===== src/common/frontend_defs.svh =====
// front end configuration constants
// widths, boot address, queue depth and the canonical NOP

`ifndef FRONTEND_DEFS_SVH
`define FRONTEND_DEFS_SVH

// PC and data word width
`define XLEN 32

// boot address
`define RESET_PC 32'h0000_0000

// fetch queue entries, power of two
`define FQ_DEPTH 4

// addi x0, x0, 0
`define NOP_INSTR 32'h0000_0013

`endif


===== src/common/frontend_pkg.sv =====
// shared types for the instruction fetch front end
// AXI read channel structs, fetch and decoded records, op classes

`default_nettype none

`include "frontend_defs.svh"

package frontend_pkg;

  // AR channel payload
  typedef struct packed {
    logic [`XLEN-1:0] araddr;
    logic [2:0]       arprot;
  } axi_ar_t;

  // R channel payload
  typedef struct packed {
    logic [`XLEN-1:0] rdata;
    logic [1:0]       rresp;
  } axi_r_t;

  localparam logic [1:0] resp_okay = 2'b00;

  // one record per fetched instruction
  typedef struct packed {
    logic [`XLEN-1:0] pc;
    logic [31:0]      instr;       // upper half zero when compressed
    logic             compressed;
    logic             br;
    logic             jump;
  } fetch_rec_t;

  typedef enum logic [3:0] {
    op_alu,
    op_alu_imm,
    op_load,
    op_store,
    op_branch,
    op_jal,
    op_jalr,
    op_lui,
    op_auipc,
    op_system,
    op_compressed,
    op_illegal
  } op_class_e;

  typedef struct packed {
    logic [`XLEN-1:0] pc;
    op_class_e        op;
    logic [4:0]       rd;
    logic [4:0]       rs1;
    logic [4:0]       rs2;
    logic [31:0]      imm;         // sign extended per format
    logic [31:0]      raw;
  } decoded_t;

  // RV32I major opcodes
  localparam logic [6:0] opc_load   = 7'b0000011;
  localparam logic [6:0] opc_op_imm = 7'b0010011;
  localparam logic [6:0] opc_auipc  = 7'b0010111;
  localparam logic [6:0] opc_store  = 7'b0100011;
  localparam logic [6:0] opc_op     = 7'b0110011;
  localparam logic [6:0] opc_lui    = 7'b0110111;
  localparam logic [6:0] opc_branch = 7'b1100011;
  localparam logic [6:0] opc_jalr   = 7'b1100111;
  localparam logic [6:0] opc_jal    = 7'b1101111;
  localparam logic [6:0] opc_system = 7'b1110011;

endpackage

`default_nettype wire


===== src/fetch/fetch_stage.sv =====
// fetch stage, keeps the PC and issues one AXI4-Lite read at a time
// follows direct jumps and pushes one fetch record per instruction

`timescale 1ns/1ps
`default_nettype none

`include "frontend_defs.svh"

module fetch_stage (
  input  logic                     clk,
  input  logic                     rst_n,
  input  logic                     redirect_valid,
  input  logic [`XLEN-1:0]         redirect_pc,
  output logic                     arvalid,
  input  logic                     arready,
  output frontend_pkg::axi_ar_t    ar,
  input  logic                     rvalid,
  output logic                     rready,
  input  frontend_pkg::axi_r_t     r,
  output logic                     push,
  output frontend_pkg::fetch_rec_t push_data,
  input  logic                     full
);
  import frontend_pkg::*;

  localparam logic [2:0] arprot_instr = 3'b100;  // unprivileged, secure, instruction

  logic [`XLEN-1:0] pc;
  logic [`XLEN-1:0] rd_addr;      // address of the issued read
  logic             rd_pend;      // AR accepted, R not yet
  logic             drop;         // response belongs to a stale stream
  logic             busy;
  logic             ar_hs;
  logic             r_hs;
  logic             issue;
  logic [`XLEN-1:0] next_pc;
  logic [31:0]      word;
  logic             pd_compressed;
  logic             pd_br;
  logic             pd_jump;
  logic [`XLEN-1:0] pd_jump_off;

  assign ar_hs = arvalid && arready;
  assign r_hs  = rvalid && rready;
  assign busy  = arvalid || rd_pend;

  // idle only right after reset, otherwise every response starts the next read
  assign issue = !busy || r_hs;

  assign rready = rd_pend && !full;

  // error responses become an all ones word, decoded as illegal
  assign word = (r.rresp == resp_okay) ? r.rdata : '1;

  rv_predecode u_predecode (
    .instr      (word),
    .compressed (pd_compressed),
    .br         (pd_br),
    .jump       (pd_jump),
    .jump_off   (pd_jump_off)
  );

  // redirect, then jump, then sequential
  always_comb begin
    if (redirect_valid) begin
      next_pc = redirect_pc;
    end else if (!r_hs || drop) begin
      next_pc = pc;                          // first read or after a redirect
    end else if (pd_jump) begin
      next_pc = rd_addr + pd_jump_off;
    end else begin
      next_pc = rd_addr + (pd_compressed ? `XLEN'(2) : `XLEN'(4));
    end
  end

  always_ff @(posedge clk or negedge rst_n) begin
    if (!rst_n) begin
      pc      <= `RESET_PC;
      rd_addr <= `RESET_PC;
      arvalid <= 1'b0;
      rd_pend <= 1'b0;
      drop    <= 1'b0;
    end else begin
      if (redirect_valid || issue) begin
        pc <= next_pc;
      end

      // pending AR holds its address until accepted
      if (issue) begin
        arvalid <= 1'b1;
        rd_addr <= next_pc;
      end else if (ar_hs) begin
        arvalid <= 1'b0;
      end

      if (ar_hs) begin
        rd_pend <= 1'b1;
      end else if (r_hs) begin
        rd_pend <= 1'b0;
      end

      if (redirect_valid && busy && !r_hs) begin
        drop <= 1'b1;
      end else if (r_hs) begin
        drop <= 1'b0;
      end
    end
  end

  assign ar.araddr = rd_addr;
  assign ar.arprot = arprot_instr;

  // a response in the redirect cycle is stale too
  assign push = r_hs && !drop && !redirect_valid;

  assign push_data.pc         = rd_addr;
  assign push_data.instr      = pd_compressed ? {16'h0000, word[15:0]} : word;
  assign push_data.compressed = pd_compressed;
  assign push_data.br         = pd_br;
  assign push_data.jump       = pd_jump;

endmodule

`default_nettype wire


===== src/fetch/rv_predecode.sv =====
// predecoder for RV32IC fetch words
// flags compressed, branch and direct jump, extracts the jump offset

`timescale 1ns/1ps
`default_nettype none

`include "frontend_defs.svh"

module rv_predecode (
  input  logic [31:0]       instr,
  output logic              compressed,
  output logic              br,
  output logic              jump,
  output logic [`XLEN-1:0]  jump_off
);
  import frontend_pkg::*;

  logic [6:0]       opcode;
  logic [2:0]       c_funct3;
  logic             c_quad1;
  logic             is_jal;
  logic             is_branch;
  logic             is_cj;
  logic             is_cb;
  logic [`XLEN-1:0] jal_imm;
  logic [`XLEN-1:0] cj_imm;

  assign compressed = ~(instr[1] & instr[0]);
  assign opcode     = instr[6:0];
  assign c_funct3   = instr[15:13];
  assign c_quad1    = (instr[1:0] == 2'b01);

  assign is_jal    = !compressed && (opcode == opc_jal);
  assign is_branch = !compressed && (opcode == opc_branch);
  assign is_cj     = c_quad1 && (c_funct3 == 3'b101);
  // c.beqz and c.bnez
  assign is_cb     = c_quad1 && (c_funct3 == 3'b110 || c_funct3 == 3'b111);

  assign br   = is_branch || is_cb;
  assign jump = is_jal || is_cj;

  // J format, imm[20|10:1|11|19:12]
  assign jal_imm = {{11{instr[31]}}, instr[31], instr[19:12], instr[20],
                    instr[30:21], 1'b0};

  // CJ format, offset[11|4|9:8|10|6|7|3:1|5]
  assign cj_imm = {{21{instr[12]}}, instr[8], instr[10:9], instr[6], instr[7],
                   instr[2], instr[11], instr[5:3], 1'b0};

  assign jump_off = is_cj ? cj_imm : jal_imm;  // only meaningful with jump

endmodule

`default_nettype wire


===== src/verilog/fetch_queue.sv =====
// fetch queue, circular buffer with first-word-fall-through read
// payload type and depth are parameters, flush empties it

`timescale 1ns/1ps
`default_nettype none

`include "frontend_defs.svh"

module fetch_queue #(
  parameter type payload_t = logic [31:0],
  parameter int  DEPTH     = `FQ_DEPTH
) (
  input  logic     clk,
  input  logic     rst_n,
  input  logic     flush,
  input  logic     push,
  input  payload_t push_data,
  output logic     full,
  input  logic     pop,
  output payload_t pop_data,
  output logic     empty
);

  // extra pointer bit tells full from empty
  localparam int PW = $clog2(DEPTH) + 1;
  localparam int AW = (DEPTH > 1) ? $clog2(DEPTH) : 1;

  payload_t      mem [DEPTH];
  logic [PW-1:0] wr_ptr;
  logic [PW-1:0] rd_ptr;
  logic [PW-1:0] count;
  logic [AW-1:0] wr_idx;
  logic [AW-1:0] rd_idx;
  logic          do_push;
  logic          do_pop;

  assign count = wr_ptr - rd_ptr;
  assign full  = (count == PW'(DEPTH));
  assign empty = (count == '0);

  assign wr_idx = AW'(wr_ptr % DEPTH);
  assign rd_idx = AW'(rd_ptr % DEPTH);

  assign do_pop  = pop && !empty;
  assign do_push = push && (!full || do_pop);  // full queue takes a push with a pop

  always_ff @(posedge clk or negedge rst_n) begin
    if (!rst_n) begin
      wr_ptr <= '0;
      rd_ptr <= '0;
    end else if (flush) begin
      wr_ptr <= '0;
      rd_ptr <= '0;
    end else begin
      if (do_push) begin
        wr_ptr <= wr_ptr + 1'b1;
      end
      if (do_pop) begin
        rd_ptr <= rd_ptr + 1'b1;
      end
    end
  end

  always_ff @(posedge clk) begin
    if (do_push && !flush) begin
      mem[wr_idx] <= push_data;
    end
  end

  assign pop_data = mem[rd_idx];  // valid while not empty

endmodule

`default_nettype wire


===== src/verilog/frontend_top.sv =====
// instruction fetch front end top
// fetch stage feeds the fetch queue, decode drains it

`timescale 1ns/1ps
`default_nettype none

`include "frontend_defs.svh"

module frontend_top (
  input  logic                   clk,
  input  logic                   rst_n,
  input  logic                   redirect_valid,
  input  logic [`XLEN-1:0]       redirect_pc,
  output logic                   arvalid,
  input  logic                   arready,
  output frontend_pkg::axi_ar_t  ar,
  input  logic                   rvalid,
  output logic                   rready,
  input  frontend_pkg::axi_r_t   r,
  output logic                   dec_valid,
  input  logic                   dec_ready,
  output frontend_pkg::decoded_t dec
);
  import frontend_pkg::*;

  logic       push;
  fetch_rec_t push_data;
  logic       full;
  logic       pop;
  fetch_rec_t pop_data;
  logic       empty;

  fetch_stage u_fetch (
    .clk            (clk),
    .rst_n          (rst_n),
    .redirect_valid (redirect_valid),
    .redirect_pc    (redirect_pc),
    .arvalid        (arvalid),
    .arready        (arready),
    .ar             (ar),
    .rvalid         (rvalid),
    .rready         (rready),
    .r              (r),
    .push           (push),
    .push_data      (push_data),
    .full           (full)
  );

  // redirect doubles as queue flush
  fetch_queue #(
    .payload_t (fetch_rec_t),
    .DEPTH     (`FQ_DEPTH)
  ) u_queue (
    .clk       (clk),
    .rst_n     (rst_n),
    .flush     (redirect_valid),
    .push      (push),
    .push_data (push_data),
    .full      (full),
    .pop       (pop),
    .pop_data  (pop_data),
    .empty     (empty)
  );

  instr_decode u_decode (
    .clk       (clk),
    .rst_n     (rst_n),
    .flush     (redirect_valid),
    .empty     (empty),
    .pop       (pop),
    .pop_data  (pop_data),
    .dec_valid (dec_valid),
    .dec_ready (dec_ready),
    .dec       (dec)
  );

endmodule

`default_nettype wire


===== src/verilog/instr_decode.sv =====
// RV32I decode stage with a registered output and valid/ready handshake
// compressed records pass through raw, unknown opcodes are illegal

`timescale 1ns/1ps
`default_nettype none

`include "frontend_defs.svh"

module instr_decode (
  input  logic                     clk,
  input  logic                     rst_n,
  input  logic                     flush,
  input  logic                     empty,
  output logic                     pop,
  input  frontend_pkg::fetch_rec_t pop_data,
  output logic                     dec_valid,
  input  logic                     dec_ready,
  output frontend_pkg::decoded_t   dec
);
  import frontend_pkg::*;

  localparam decoded_t nop_rec = '{pc: '0, op: op_alu_imm, rd: '0, rs1: '0, rs2: '0,
                                   imm: '0, raw: `NOP_INSTR};

  decoded_t    dec_next;
  logic [31:0] ins;
  logic [31:0] imm_i;
  logic [31:0] imm_s;
  logic [31:0] imm_b;
  logic [31:0] imm_u;
  logic [31:0] imm_j;

  assign ins   = pop_data.instr;
  assign imm_i = {{20{ins[31]}}, ins[31:20]};
  assign imm_s = {{20{ins[31]}}, ins[31:25], ins[11:7]};
  assign imm_b = {{19{ins[31]}}, ins[31], ins[7], ins[30:25], ins[11:8], 1'b0};
  assign imm_u = {ins[31:12], 12'h000};
  assign imm_j = {{11{ins[31]}}, ins[31], ins[19:12], ins[20], ins[30:21], 1'b0};

  // register fields only where the format has them
  always_comb begin
    dec_next     = '0;
    dec_next.pc  = pop_data.pc;
    dec_next.raw = ins;
    if (pop_data.compressed) begin
      dec_next.op = op_compressed;
    end else begin
      case (ins[6:0])
        opc_op:     dec_next = '{pop_data.pc, op_alu, ins[11:7], ins[19:15], ins[24:20],
                                 32'h0, ins};
        opc_op_imm: dec_next = '{pop_data.pc, op_alu_imm, ins[11:7], ins[19:15], 5'd0,
                                 imm_i, ins};
        opc_load:   dec_next = '{pop_data.pc, op_load, ins[11:7], ins[19:15], 5'd0,
                                 imm_i, ins};
        opc_store:  dec_next = '{pop_data.pc, op_store, 5'd0, ins[19:15], ins[24:20],
                                 imm_s, ins};
        opc_branch: dec_next = '{pop_data.pc, op_branch, 5'd0, ins[19:15], ins[24:20],
                                 imm_b, ins};
        opc_jal:    dec_next = '{pop_data.pc, op_jal, ins[11:7], 5'd0, 5'd0, imm_j, ins};
        opc_jalr:   dec_next = '{pop_data.pc, op_jalr, ins[11:7], ins[19:15], 5'd0,
                                 imm_i, ins};
        opc_lui:    dec_next = '{pop_data.pc, op_lui, ins[11:7], 5'd0, 5'd0, imm_u, ins};
        opc_auipc:  dec_next = '{pop_data.pc, op_auipc, ins[11:7], 5'd0, 5'd0, imm_u, ins};
        opc_system: dec_next = '{pop_data.pc, op_system, ins[11:7], ins[19:15], 5'd0,
                                 imm_i, ins};
        default:    dec_next.op = op_illegal;
      endcase
    end
  end

  // take the head only when the output slot frees up this cycle
  assign pop = !empty && !flush && (!dec_valid || dec_ready);

  always_ff @(posedge clk or negedge rst_n) begin
    if (!rst_n) begin
      dec_valid <= 1'b0;
      dec       <= nop_rec;
    end else if (flush) begin
      dec_valid <= 1'b0;
      dec       <= nop_rec;
    end else if (pop) begin
      dec_valid <= 1'b1;
      dec       <= dec_next;
    end else if (dec_ready) begin
      dec_valid <= 1'b0;     // taken, nothing new
    end
  end

endmodule

`default_nettype wire

===== config.mk =====
export PLATFORM = sky130hd
export DESIGN_NAME = frontend_top
export DESIGN_NICKNAME = d
export VERILOG_FILES = /design/src/common/frontend_pkg.sv /design/src/fetch/fetch_stage.sv /design/src/fetch/rv_predecode.sv /design/src/verilog/fetch_queue.sv /design/src/verilog/frontend_top.sv /design/src/verilog/instr_decode.sv
export VERILOG_INCLUDE_DIRS = /design/src /design/src/common
export SDC_FILE = /design/constraint.sdc
export NUM_CORES = 1
export LEC_CHECK = 0
export BUFFER_PORTS_ARGS = -buffer_cell sky130_fd_sc_hd__buf_2
export CAP_MARGIN = 20
export CORE_AREA = 2 2 202 204
export CTS_BUF_LIST = sky130_fd_sc_hd__clkbuf_8
export DETAILED_ROUTE_END_ITERATION = 10
export DIE_AREA = 0 0 204 206
export PLACE_DENSITY = 0.7
export SETUP_SLACK_MARGIN = 0.05
export SYNTH_ARGS = -nofsm -noshare
export SYNTH_HDL_FRONTEND = slang
export SYNTH_SLANG_ARGS = --single-unit

===== constraint.sdc =====
create_clock -name clk -period 9.6 [get_ports clk]
set_input_delay 1.44 -clock clk [delete_from_list [all_inputs] [get_ports clk]]
set_output_delay 1.44 -clock clk [all_outputs]
set_load 0.02 [all_outputs]

==> reports/metrics.cfg <==
[worst_setup_path]
critPathMaxStageDelay_ns = 0.56
path_cells = buf_2, or3_1, or2_2, o2bb2ai_1, inv_1, ha_1, a21oi_1, nand2_1, a221oi_2, nor2_1, a2111oi_0, mux2i_1, o22a_1, mux2_2
cp_top_family = compound AO/OA/AOI/OAI gates
cp.required_ns = 10.10
reg2reg_to = u_decode.dec[60]$_DFFE_PN0P_
critPathCaptureType = flop
crit_type = in -> reg
setup.worst_path.start_class = primary input
cp.arrival_ns = 5.66
r2r_slack_ns = 5.27
r2r_cells = 10
slowest_stage = a2111oi_0
critical_path.max_fanout = 16
cp_num_buf_inv = 2
worstReg2RegStart = u_queue.rd_ptr[0]$_DFFE_PN0P_

[clock_tree]
cts_setup_buffers = 0
clock-sinks = 449
clk_latency_ns = 0.63
cts_buffer_depth = 3
clk_pin_slew_ns = 0.06
clk_root_buffer_cell = clkbuf_8
cts_tree = done
cts_resized = 0
htree_num_levels = 3
ctsHoldBuffers = 0
cts_buffers = 74

[global_routing]
grt_pass1_wl_mm = 77.3
grt_overflow = 0
use_met1_pct = 32.6
antenna_found_initial = 1
busiest_layer = met2
met3_usage_pct = 4.60
grt_util_all_layers_pct = 24.5
grt_util_met2_pct = 39.4
grt_pass1_vias = 13400
grt_max_degree = 113

[timing]
drv_slew = 0
fin_ws_ns = 4.44
clock.fmax_mhz = 194
finalHoldViolations = 0
period_needed_ns = 5.16
hold_slack_ns = 0.481
setup_tns_ns = 0
grt_setup_unrepaired = false
post-route-period-util_pct = 53.8
fin_skew_ns = 0.0271
worstMarginPinSlew_ns = 1.04
setup_viol_count_final = 0
slew_headroom_pct = 30.7

[power]
powerDensity_nw_per_um2 = 279
p_leak_uw = 0.00935
peakVddDrop_mv = 0.162

[floorplanning]
die_area_um2 = 42000
coreArea_um2 = 40200
pin_count = 225
rows = 74
start_util_pct = 49.9
die_y_um = 206
die_x_um = 204

[synth]
synth_edf_count = 260
synth_seq_cells = 449
ys_seq_area_share_pct = 62.6
avgSynthCellArea_um2 = 12.8
netlist_instances = 1561
synthTopCellsByCount = nand2_1, edfxtp_1, dfrtp_1, o21ai_0, nor2_1
synth_area_leaders = edfxtp_1, dfrtp_1, mux4_2
ys_warn_count = 0
syn-cell-area_um2 = 20000
yosysTopAreaCell = edfxtp_1
yosys_most_used_dff = edfxtp_1
synthArstFlopShare_pct = 42.1
synth_most_common_cell = nand2_1
synth_top_cell_area_share_pct = 39.0
ys_types = 82

[min_path]
min_from = u_decode.dec[47]$_DFFE_PN0P_
whs_path_depth = 2
hold_path_end = u_decode.dec[47]$_DFFE_PN0P_
worstHoldPathType = reg -> reg

[place]
dpl_worst_slack_ns = 3.95
hpwl_mm = 33.3
place_congestion = 0.946
io_buffers = 221
dp_cells = 2211

[cells_and_area]
nFillCells = 3336
drive_gt1_share_pct = 25.5
area_delta_synth_final_pct = 13.9
instances_no_fill = 2351
nets = 1866

[run]
maxCapViolations = 0

[routing]
drc_errors = 0
via_per_inst = 5.74
wl_mm = 50.3
dr.first_iter.drc_count = 1173
wl_per_cell_um = 21.4
vias = 13500
firstDrtPassIters = 6
ant_nets = 0

[outcome]
status = finished, final reports clean

## cells in the final DEF (no fill, tap or decap), types with 22 or more instances in the layout
master and count:
edfxtp_1 260, nor2_1 91, clkbuf_8 76, a22o_1 22
nand2_1 265, inv_1 41, ha_1 37, a21oi_1 70
mux4_2 64, buf_2 220, o21ai_0 118, dfrtp_1 183
or3_1 22
## metal layers
layer | wire (µm) | part of all wire (%)
met5 | 0 | 0
met4 | 1830 | 3.6
met3 | 3400 | 6.8
met2 | 24200 | 48
met1 | 20900 | 41
## layout make-up
class | instances | area [µm²] | area share [%]
Timing Repair Buffer | 240 | 1280 | 5.60
Tap cell | 532 | 666 | 2.92
Inverter | 20 | 75.1 | 0.329
Clock buffer | 75 | 1030 | 4.52
Antenna cell | 1 | 2.50 | 0.0110
Multi-Input combinational cell | 971 | 6800 | 29.8
Clock inverter | 63 | 429 | 1.88
Sequential cell | 449 | 12500 | 55.0
## logic make-up after synthesis
group / synth area share [%]
compound gates: 10.5
xor+xnor: 1.22
fa+ha+maj: 2.41
buf+inv: 3.62
flops: 62.6
mux: 9.54
other cells: 0.0375
simple gates: 10.1
## tightest hold or removal path, cell delays in order (launching register included)
cell     delay [ns]
dfrtp_1        0.34
nand2_1        0.04
o21ai_0        0.06
## power breakdown
part	internal [µW]	total, µW	switching (µW)	leakage [µW]
registers	2390	2680	291	0.00475
clock network	879	1660	777	0.000842
logic	743	2020	1280	0.00375
total	4010	6360	2350	0.00935
## worst max-delay path by stage
| stage | start | to | slack (ns) | cells after the start |
|---|---|---|---|---|
| after global routing | r[1] | u_fetch.rd_addr[30]$_DFFE_PN0P_ | 4.15 | 14 |
| after global placement | r[1] | u_fetch.rd_addr[30]$_DFFE_PN0P_ | 3.98 | 14 |
| final | r[1] | u_fetch.rd_addr[30]$_DFFE_PN0P_ | 4.44 | 14 |
| after CTS | r[1] | u_fetch.rd_addr[30]$_DFFE_PN0P_ | 4.59 | 14 |
| after detailed placement | r[1] | u_fetch.pc[25]$_DFFE_PN0P_ | 3.95 | 14 |
| after floorplan | r[1] | u_fetch.pc[25]$_DFFE_PN0P_ | 4.32 | 16 |
## per-stage QoR
stage | cell area, µm² | total power [µW] | utilization (%)
2_1_floorplan | 20000 | 4140 | -
3_3_place_gp | 21300 | 4700 | 53.1
3_5_place_dp | 21300 | 4750 | 53.1
4_1_cts | 22800 | 6420 | 56.7
5_1_grt | 22800 | 6710 | 56.8
6_report | 22800 | 6360 | 56.8
## flip-flops by register name, summed over array words and instances (netlist names)
register and cells:
u_decode.dec_valid 1, u_fetch.rd_addr 32, u_queue.mem 260, u_fetch.drop 1, u_fetch.rd_pend 1, u_fetch.arvalid 1
u_queue.wr_ptr 3, u_decode.dec 115, u_queue.rd_ptr 3, u_fetch.pc 32
No activity file was read; power rests on OpenSTA's default activity.
